===== src/design/hisRegPkg.sv =====
`default_nettype none

package hisRegPkg;

    localparam int AddrWidth  = 8;
    localparam int DataWidth  = 32;
    localparam int ShiftWidth = 3; // bin width is 1 << shift

    localparam logic [AddrWidth-1:0] AddrCtrl    = 8'h00;
    localparam logic [AddrWidth-1:0] AddrWinLow  = 8'h04;
    localparam logic [AddrWidth-1:0] AddrShift   = 8'h08;
    localparam logic [AddrWidth-1:0] AddrFrames  = 8'h0C;
    localparam logic [AddrWidth-1:0] AddrBinBase = 8'h10; // bin i at base + 4*i

    localparam int CtrlEnableBit = 0;
    localparam int CtrlClearBit  = 1; // self-clearing

    typedef enum logic [1:0] {
        idle,
        setup,
        access
    } apbPhase;

endpackage

`default_nettype wire


===== src/design/hisPixelPkg.sv =====
`default_nettype none

package hisPixelPkg;

    localparam int Np              = 10; // raw sample width
    localparam int PixelsPerRow    = 3;
    localparam int RowsPerFrame    = 2;
    localparam int SamplesPerPixel = 2;

    localparam int BinCount        = 8; // in-window bins
    localparam int BinTotal        = BinCount + 2; // plus underflow and overflow
    localparam int BinIdxWidth     = 4;
    localparam int CountWidth      = 16;
    localparam int FrameCountWidth = 16;

    localparam logic [BinIdxWidth-1:0] BinUnderflow = '0;
    localparam logic [BinIdxWidth-1:0] BinOverflow  = BinIdxWidth'(BinTotal - 1);

    typedef enum logic {
        firstSample,
        secondSample
    } combState;

endpackage

`default_nettype wire

===== src/design/hisBuilderTop.sv =====
`timescale 1ns/1ps
`default_nettype none

module hisBuilderTop (
    input  logic                            clk,
    input  logic                            reset,
    input  logic                            wrEn,
    input  logic [hisPixelPkg::Np-1:0]      data,
    input  logic                            psel,
    input  logic                            penable,
    input  logic                            pwrite,
    input  logic [hisRegPkg::AddrWidth-1:0] paddr,
    input  logic [hisRegPkg::DataWidth-1:0] pwdata,
    output logic [hisRegPkg::DataWidth-1:0] prdata,
    output logic                            pready
);

    logic                                    enable;
    logic [hisPixelPkg::Np-1:0]              winLow;
    logic [hisRegPkg::ShiftWidth-1:0]        binShift;
    logic                                    clearPulse;
    logic                                    pixelValid;
    logic [hisPixelPkg::Np-1:0]              pixelValue;
    logic                                    frameDone;
    logic                                    binValid;
    logic [hisPixelPkg::BinIdxWidth-1:0]     binIdx;
    logic                                    frameDoneD;
    logic [hisPixelPkg::BinIdxWidth-1:0]     rdBinIdx;
    logic [hisPixelPkg::CountWidth-1:0]      rdCount;
    logic [hisPixelPkg::FrameCountWidth-1:0] frameCount;

    sampleCombiner combinerU0 (
        .clk(clk), .reset(reset), .enable(enable), .wrEn(wrEn), .data(data),
        .pixelValid(pixelValid), .pixelValue(pixelValue), .frameDone(frameDone)
    );

    binClassifier classifierU0 (
        .clk(clk), .reset(reset), .pixelValid(pixelValid), .pixelValue(pixelValue),
        .frameDone(frameDone), .winLow(winLow), .binShift(binShift),
        .binValid(binValid), .binIdx(binIdx), .frameDoneD(frameDoneD)
    );

    binCounterBank counterU0 (
        .clk(clk), .reset(reset), .binValid(binValid), .binIdx(binIdx),
        .frameDoneD(frameDoneD), .clearPulse(clearPulse), .rdBinIdx(rdBinIdx),
        .rdCount(rdCount), .frameCount(frameCount)
    );

    apbRegFile regFileU0 (
        .clk(clk), .reset(reset), .psel(psel), .penable(penable), .pwrite(pwrite),
        .paddr(paddr), .pwdata(pwdata), .rdCount(rdCount), .frameCount(frameCount),
        .prdata(prdata), .pready(pready), .enable(enable), .winLow(winLow),
        .binShift(binShift), .clearPulse(clearPulse), .rdBinIdx(rdBinIdx)
    );

endmodule

`default_nettype wire


===== src/design/apbRegFile.sv =====
`timescale 1ns/1ps
`default_nettype none

module apbRegFile (
    input  logic                                    clk,
    input  logic                                    reset,
    input  logic                                    psel,
    input  logic                                    penable,
    input  logic                                    pwrite,
    input  logic [hisRegPkg::AddrWidth-1:0]         paddr,
    input  logic [hisRegPkg::DataWidth-1:0]         pwdata,
    input  logic [hisPixelPkg::CountWidth-1:0]      rdCount,
    input  logic [hisPixelPkg::FrameCountWidth-1:0] frameCount,
    output logic [hisRegPkg::DataWidth-1:0]         prdata,
    output logic                                    pready,
    output logic                                    enable,
    output logic [hisPixelPkg::Np-1:0]              winLow,
    output logic [hisRegPkg::ShiftWidth-1:0]        binShift,
    output logic                                    clearPulse,
    output logic [hisPixelPkg::BinIdxWidth-1:0]     rdBinIdx
);

    hisRegPkg::apbPhase curPhase;
    hisRegPkg::apbPhase prevPhase;

    logic                           wrAccess;
    logic                           binSel;
    logic [hisRegPkg::AddrWidth-1:0] binOffset;

    assign pready   = 1'b1; // no wait states
    assign wrAccess = psel && penable && pwrite;

    assign binOffset = paddr - hisRegPkg::AddrBinBase;
    assign rdBinIdx  = binOffset[hisPixelPkg::BinIdxWidth+1:2];
    assign binSel    = (paddr >= hisRegPkg::AddrBinBase) && (paddr[1:0] == 2'b00) &&
                       (paddr < hisRegPkg::AddrBinBase + 4 * hisPixelPkg::BinTotal);

    always_ff @(posedge clk) begin
        if (reset) begin
            enable     <= 1'b0;
            winLow     <= '0;
            binShift   <= '0;
            clearPulse <= 1'b0;
        end else begin
            clearPulse <= 1'b0;
            if (wrAccess) begin
                case (paddr)
                    hisRegPkg::AddrCtrl: begin
                        enable     <= pwdata[hisRegPkg::CtrlEnableBit];
                        clearPulse <= pwdata[hisRegPkg::CtrlClearBit]; // one-cycle pulse
                    end
                    hisRegPkg::AddrWinLow: winLow   <= pwdata[hisPixelPkg::Np-1:0];
                    hisRegPkg::AddrShift:  binShift <= pwdata[hisRegPkg::ShiftWidth-1:0];
                    default: ;
                endcase
            end
        end
    end

    always_comb begin
        prdata = '0;
        case (paddr)
            hisRegPkg::AddrCtrl:   prdata[hisRegPkg::CtrlEnableBit] = enable;
            hisRegPkg::AddrWinLow: prdata[hisPixelPkg::Np-1:0] = winLow;
            hisRegPkg::AddrShift:  prdata[hisRegPkg::ShiftWidth-1:0] = binShift;
            hisRegPkg::AddrFrames: prdata[hisPixelPkg::FrameCountWidth-1:0] = frameCount;
            default: begin
                if (binSel)
                    prdata[hisPixelPkg::CountWidth-1:0] = rdCount;
            end
        endcase
    end

    // bus phase as seen this cycle
    always_comb begin
        if (!psel)
            curPhase = hisRegPkg::idle;
        else if (penable)
            curPhase = hisRegPkg::access;
        else
            curPhase = hisRegPkg::setup;
    end

    always_ff @(posedge clk) begin
        if (reset)
            prevPhase <= hisRegPkg::idle;
        else
            prevPhase <= curPhase;
    end

    accessAfterSetup: assert property (@(posedge clk) disable iff (reset)
        penable |-> (psel && (prevPhase == hisRegPkg::setup)));

endmodule

`default_nettype wire


===== src/design/binCounterBank.sv =====
`timescale 1ns/1ps
`default_nettype none

module binCounterBank (
    input  logic                                    clk,
    input  logic                                    reset,
    input  logic                                    binValid,
    input  logic [hisPixelPkg::BinIdxWidth-1:0]     binIdx,
    input  logic                                    frameDoneD,
    input  logic                                    clearPulse,
    input  logic [hisPixelPkg::BinIdxWidth-1:0]     rdBinIdx,
    output logic [hisPixelPkg::CountWidth-1:0]      rdCount,
    output logic [hisPixelPkg::FrameCountWidth-1:0] frameCount
);

    logic [hisPixelPkg::CountWidth-1:0] counts [hisPixelPkg::BinTotal];

    always_ff @(posedge clk) begin
        if (reset || clearPulse) begin
            for (int i = 0; i < hisPixelPkg::BinTotal; i++)
                counts[i] <= '0;
            frameCount <= '0; // clear wins over same-cycle increment
        end else begin
            if (binValid && (counts[binIdx] != '1))
                counts[binIdx] <= counts[binIdx] + 1'b1; // saturate at max
            if (frameDoneD)
                frameCount <= frameCount + 1'b1;
        end
    end

    always_comb begin
        if (rdBinIdx < hisPixelPkg::BinTotal)
            rdCount = counts[rdBinIdx];
        else
            rdCount = '0;
    end

    for (genvar g = 0; g < hisPixelPkg::BinTotal; g++) begin : genSatCheck
        // a full counter stays full until software clears it
        counterHolds: assert property (@(posedge clk) disable iff (reset)
            ((counts[g] == '1) && !clearPulse) |=> (counts[g] == '1));
    end

endmodule

`default_nettype wire


===== src/design/binClassifier.sv =====
`timescale 1ns/1ps
`default_nettype none

module binClassifier (
    input  logic                                clk,
    input  logic                                reset,
    input  logic                                pixelValid,
    input  logic [hisPixelPkg::Np-1:0]          pixelValue,
    input  logic                                frameDone,
    input  logic [hisPixelPkg::Np-1:0]          winLow,
    input  logic [hisRegPkg::ShiftWidth-1:0]    binShift,
    output logic                                binValid,
    output logic [hisPixelPkg::BinIdxWidth-1:0] binIdx,
    output logic                                frameDoneD
);

    logic [hisPixelPkg::Np-1:0]          offset;
    logic [hisPixelPkg::Np-1:0]          scaled;
    logic [hisPixelPkg::BinIdxWidth-1:0] binNext;

    assign offset = pixelValue - winLow;
    assign scaled = offset >> binShift;

    always_comb begin
        if (pixelValue < winLow)
            binNext = hisPixelPkg::BinUnderflow;
        else if (scaled < hisPixelPkg::BinCount)
            binNext = scaled[hisPixelPkg::BinIdxWidth-1:0] + 1'b1; // window bins start at 1
        else
            binNext = hisPixelPkg::BinOverflow;
    end

    always_ff @(posedge clk) begin
        if (reset) begin
            binValid   <= 1'b0;
            frameDoneD <= 1'b0;
        end else begin
            binValid   <= pixelValid;
            frameDoneD <= frameDone;
        end
    end

    always_ff @(posedge clk) begin
        if (pixelValid)
            binIdx <= binNext;
    end

    binIdxInRange: assert property (@(posedge clk) disable iff (reset)
        binValid |-> (binIdx < hisPixelPkg::BinTotal));

endmodule

`default_nettype wire


===== src/design/sampleCombiner.sv =====
`timescale 1ns/1ps
`default_nettype none

module sampleCombiner (
    input  logic                       clk,
    input  logic                       reset,
    input  logic                       enable,
    input  logic                       wrEn,
    input  logic [hisPixelPkg::Np-1:0] data,
    output logic                       pixelValid,
    output logic [hisPixelPkg::Np-1:0] pixelValue,
    output logic                       frameDone
);

    hisPixelPkg::combState state;

    logic [hisPixelPkg::Np-1:0] firstData; // held first sample of the pair
    logic [hisPixelPkg::Np:0]   pairSum;
    logic [hisPixelPkg::Np:0]   pairAvg;
    logic [$clog2(hisPixelPkg::PixelsPerRow)-1:0] pixelCnt;
    logic [$clog2(hisPixelPkg::RowsPerFrame)-1:0] rowCnt;
    logic lastPixel;

    assign pairSum   = {1'b0, firstData} + {1'b0, data};
    assign pairAvg   = pairSum >> $clog2(hisPixelPkg::SamplesPerPixel);
    assign lastPixel = (pixelCnt == hisPixelPkg::PixelsPerRow - 1) &&
                       (rowCnt == hisPixelPkg::RowsPerFrame - 1);

    always_ff @(posedge clk) begin
        if (reset) begin
            state      <= hisPixelPkg::firstSample;
            pixelCnt   <= '0;
            rowCnt     <= '0;
            pixelValid <= 1'b0;
            frameDone  <= 1'b0;
        end else begin
            pixelValid <= 1'b0;
            frameDone  <= 1'b0;
            if (!enable) begin
                state    <= hisPixelPkg::firstSample; // restart pairing at pixel 0
                pixelCnt <= '0;
                rowCnt   <= '0;
            end else if (wrEn) begin
                case (state)
                    hisPixelPkg::firstSample: begin
                        state <= hisPixelPkg::secondSample;
                    end
                    hisPixelPkg::secondSample: begin
                        state      <= hisPixelPkg::firstSample;
                        pixelValid <= 1'b1;
                        frameDone  <= lastPixel;
                        if (pixelCnt == hisPixelPkg::PixelsPerRow - 1) begin
                            pixelCnt <= '0;
                            if (rowCnt == hisPixelPkg::RowsPerFrame - 1)
                                rowCnt <= '0;
                            else
                                rowCnt <= rowCnt + 1'b1;
                        end else begin
                            pixelCnt <= pixelCnt + 1'b1;
                        end
                    end
                    default: state <= hisPixelPkg::firstSample;
                endcase
            end
        end
    end

    always_ff @(posedge clk) begin
        if (enable && wrEn) begin
            if (state == hisPixelPkg::firstSample)
                firstData <= data;
            else
                pixelValue <= pairAvg[hisPixelPkg::Np-1:0];
        end
    end

    // frame end leaves the counters at pixel 0 of row 0
    frameDoneAtWrap: assert property (@(posedge clk) disable iff (reset)
        frameDone |-> (pixelValid && (pixelCnt == '0) && (rowCnt == '0)));

endmodule

`default_nettype wire


===== config.mk =====
export PLATFORM = sky130hd
export DESIGN_NAME = hisBuilderTop
export DESIGN_NICKNAME = d
export VERILOG_FILES = /design/src/design/hisRegPkg.sv /design/src/design/hisPixelPkg.sv /design/src/design/hisBuilderTop.sv /design/src/design/apbRegFile.sv /design/src/design/binCounterBank.sv /design/src/design/binClassifier.sv /design/src/design/sampleCombiner.sv
export SDC_FILE = /design/constraint.sdc
export NUM_CORES = 1
export LEC_CHECK = 0
export BUFFER_PORTS_ARGS = -buffer_cell sky130_fd_sc_hd__buf_2
export CELL_PAD_IN_SITES_DETAIL_PLACEMENT = 1
export CELL_PAD_IN_SITES_GLOBAL_PLACEMENT = 2
export CORE_MARGIN = 2
export CORE_UTILIZATION = 40
export DETAILED_ROUTE_END_ITERATION = 16
export PLACE_DENSITY = 0.76
export SYNTH_ARGS = -nofsm -noshare
export SYNTH_HDL_FRONTEND = slang
export SYNTH_SLANG_ARGS = --single-unit

===== constraint.sdc =====
create_clock -name clk -period 4.8 [get_ports clk]
set_clock_uncertainty 0.05 [all_clocks]
set_input_delay 0.48 -clock clk [delete_from_list [all_inputs] [get_ports clk]]
set_output_delay 0.48 -clock clk [all_outputs]
set_load 0.005 [all_outputs]

==> metrics.csv <==
stage;metric;value;unit
outcome;outcome;finished clean;
die;chip width;209;um
synth;area share of the leading cell type in the synthesized netlist;49.8;%
die;I/O pin total;89;
setup_path;CP Capture Type;flop;
synth;count of cell types in the netlist;73;
clock_network;Worst-Skew Late Latency;0.57;ns
clock_network;clock tree buffer depth;3;
die;Starting Density;40.4;%
detailed_routing;Iteration-0 DRC Markers;988;
clock_network;clock sink count;319;
global_route;GRT Resource Usage Total;23.3;%
sta;Final WS setup;0.485;ns
synth;Cell Area, Synth;0.0169;sq mm
synth;flops & latches, synth;319;
detailed_routing;drt first pass iters;5;
pwr;PwrDens;321;mW/mm^2
sta;final hold violations;0;
sta;Final Max Slew Viols;0;
die;die height;209;um
sta;Final Setup Violations;0;
clock_network;Setup Buffers After CTS;0;
pwr;Peak supply drop;297;uV
placed_design;Post-DP Area;0.0182;sq mm
synth;dominant cell type by area after synthesis;edfxtp_1;
cells_and_area;Final Net Count;1420;
setup_path;CP Data Required Time;4.99;ns
pwr;Leakage;0.00645;uW
clock_network;CTS root buf;clkbuf_16;
placed_design;Place WS;0.554;ns
setup_path;startpoint types;flop;
detailed_routing;Post-Route WL;49.9;mm
synth;Syn Inst Count;1233;
global_route;vias in the first global route;11700;
clock_network;# hold bufs at CTS;0;
worst_hold_path;HP Class;in2reg;
clock_network;Num CTS Buffers;39;
clock_network;CTS clk-pin slew, worst paths;0.06;ns
job;Maximum Capacitance Violations;0;
cells_and_area;commonest non-fill, non-tap cell in the layout;edfxtp_1;
die;Core ar.;0.0418;sq mm
detailed_routing;post-detailed-route wirelength per cell;26.3;um
global_route;Overflow after GRT;0;
cells_and_area;diode count;0;
detailed_routing;drt drc;0;
global_route;antenna violations before repair;0;
sta;Min Hold Slack;0.0612;ns
sta;f_max;0.232;GHz
setup_path;WS Path Type;reg2reg;
global_route;first-pass GRT wire length;74.9;mm
setup_path;Max FO, Critical Path;12;
die;Die Area;0.0439;sq mm
sta;final worst-path cycle share;89.9;%
placed_design;gp weighted congestion;0.823;
sta;Slew @ Worst Pin;1.26;ns
cells_and_area;Synth-to-Final Area Change;14.4;%
detailed_routing;DR vias;11200;
global_route;largest net degree at the start of global routing;58;
synth;synthesized area per cell;13.7;sq um
detailed_routing;Antenna Violating Nets Remaining;0;
die;num rows;75;
synth;register area share after synthesis;54.4;%
sta;Slew HR;15.0;%
cells_and_area;commonest non-fill, non-tap cells in the layout;edfxtp_1, nor2_1, mux4_2;
detailed_routing;Vias per Instance;5.88;
sta;final setup TNS;0;ns
synth;Main synth FF type;edfxtp_1;
pwr;Power, Total;6210;uW
clock_network;CTS tree;done;
sta;clock period minus worst slack;4.31;ns
synth;number of synthesized flops with an enable pin;280;
clock_network;H-tree depth;2;
synth;Area contributors post-synth;edfxtp_1, mux4_2, dfxtp_1;
placed_design;placed wire-length estimate;35.1;mm
cells_and_area;Final Instance Area;0.0193;sq mm
clock_network;cts repair resizes;0;
synth;Syn. warnings;0;
synth;Post-synth ARST share;0;%
placed_design;# port buffers;49;
cells_and_area;proportion of layout cells with a drive suffix above 1;26.3;%
sta;unrepaired setup endpoints after global routing;no;
setup_path;CP Data Arrival Time;4.51;ns
==> cell type report <==
type | instances | area, sq um
clock buffer | 48 | 1030
clock inverter | 18 | 126
fill | 4274 | 22400
inverter | 54 | 203
multi-input combinational | 783 | 7070
sequential | 319 | 9190
tap | 539 | 674
timing repair buffer | 140 | 1020
==> logic make-up (layout without fill, tap and decap cells) <==
group,Yosys count,after routing,synth area share [%]
simple gates,386,386,10.5
flops,319,319,54.4
mux,176,176,21.0
buf+inv,146,260,4.27
compound gates,140,140,5.71
xor+xnor,37,37,1.92
fa+ha+maj,27,27,2.09
other cells,2,17,0.0445
==> routing by layer <==
layer	up-vias	part of all wire [%]	track usage, %
li1	4911	-	-
met1	5795	41	30.8
met2	389	49	38.8
met3	87	7.8	5.27
met4	0	2.6	6.75
met5	-	0	0
==> sequential cells by signal, indices dropped and copies added (netlist names) <==
signal                   flops
classifierU0.binIdx          4
classifierU0.binValid        1
classifierU0.frameDoneD      1
combinerU0.firstData        10
combinerU0.frameDone         1
combinerU0.pixelCnt          2
combinerU0.pixelValid        1
combinerU0.pixelValue       10
combinerU0.rowCnt            1
combinerU0.state             1
counterU0.counts           256
counterU0.frameCount        16
regFileU0.binShift           3
regFileU0.clearPulse         1
regFileU0.enable             1
regFileU0.winLow            10
==> final timing paths <==
kind / cells after the start / slack (ns) / from / end
max: 11 / 0.49 / classifierU0.binIdx[1] / counterU0.counts[1][8]
min: 1 / 0.06 / data[5] / combinerU0.firstData[5]
max reg2reg: 11 / 0.49 / classifierU0.binIdx[1] / counterU0.counts[1][8]
min reg2reg: 2 / 0.43 / combinerU0.rowCnt / combinerU0.frameDone
==> Yosys cell counts, drive strengths merged, types with 6 or more instances <==
| master | n |
|---|---|
| and2 | 9 |
| xnor2 | 24 |
| dfxtp | 39 |
| nor2b | 16 |
| mux2i | 32 |
| nand2 | 60 |
| mux4 | 143 |
| edfxtp | 280 |
| nor3b | 6 |
| clkbuf | 34 |
| inv | 53 |
| nor3 | 25 |
| nand3 | 16 |
| a221oi | 10 |
| a21oi | 26 |
| o21ai | 39 |
| ha | 25 |
| and3 | 7 |
| nor2 | 202 |
| nand4 | 8 |
| nand2b | 7 |
| xor2 | 13 |
| buf | 58 |
| a22oi | 23 |
| or3 | 8 |
==> through the flow <==
step,cells,utilization (%)
after floorplan,1248,-
after global placement,1835,43.5
after detailed placement,1835,43.5
after CTS,1901,46.2
after global routing,1901,46.2
final,1901,46.2
==> critical path, stage by stage (launching register included) <==
cell and delay [ns]:
edfxtp_1 0.92, buf_4 0.36, mux4_2 0.36, a22oi_1 0.20
nand2_1 0.15, and4_1 0.33, nand4_2 0.14, buf_4 0.16
o21a_1 0.54, nand3_2 0.35, nand2_1 0.19, buf_4 0.23
==> where the power goes <==
group          switching (uW)  internal (uW)  leakage, uW
Clock                    1170           1570     0.000564
Combinational             208            164      0.00307
Sequential               32.7           3060      0.00282
Total                    1410           4800      0.00645
Note: power is estimated with default switching activity, not from simulation.
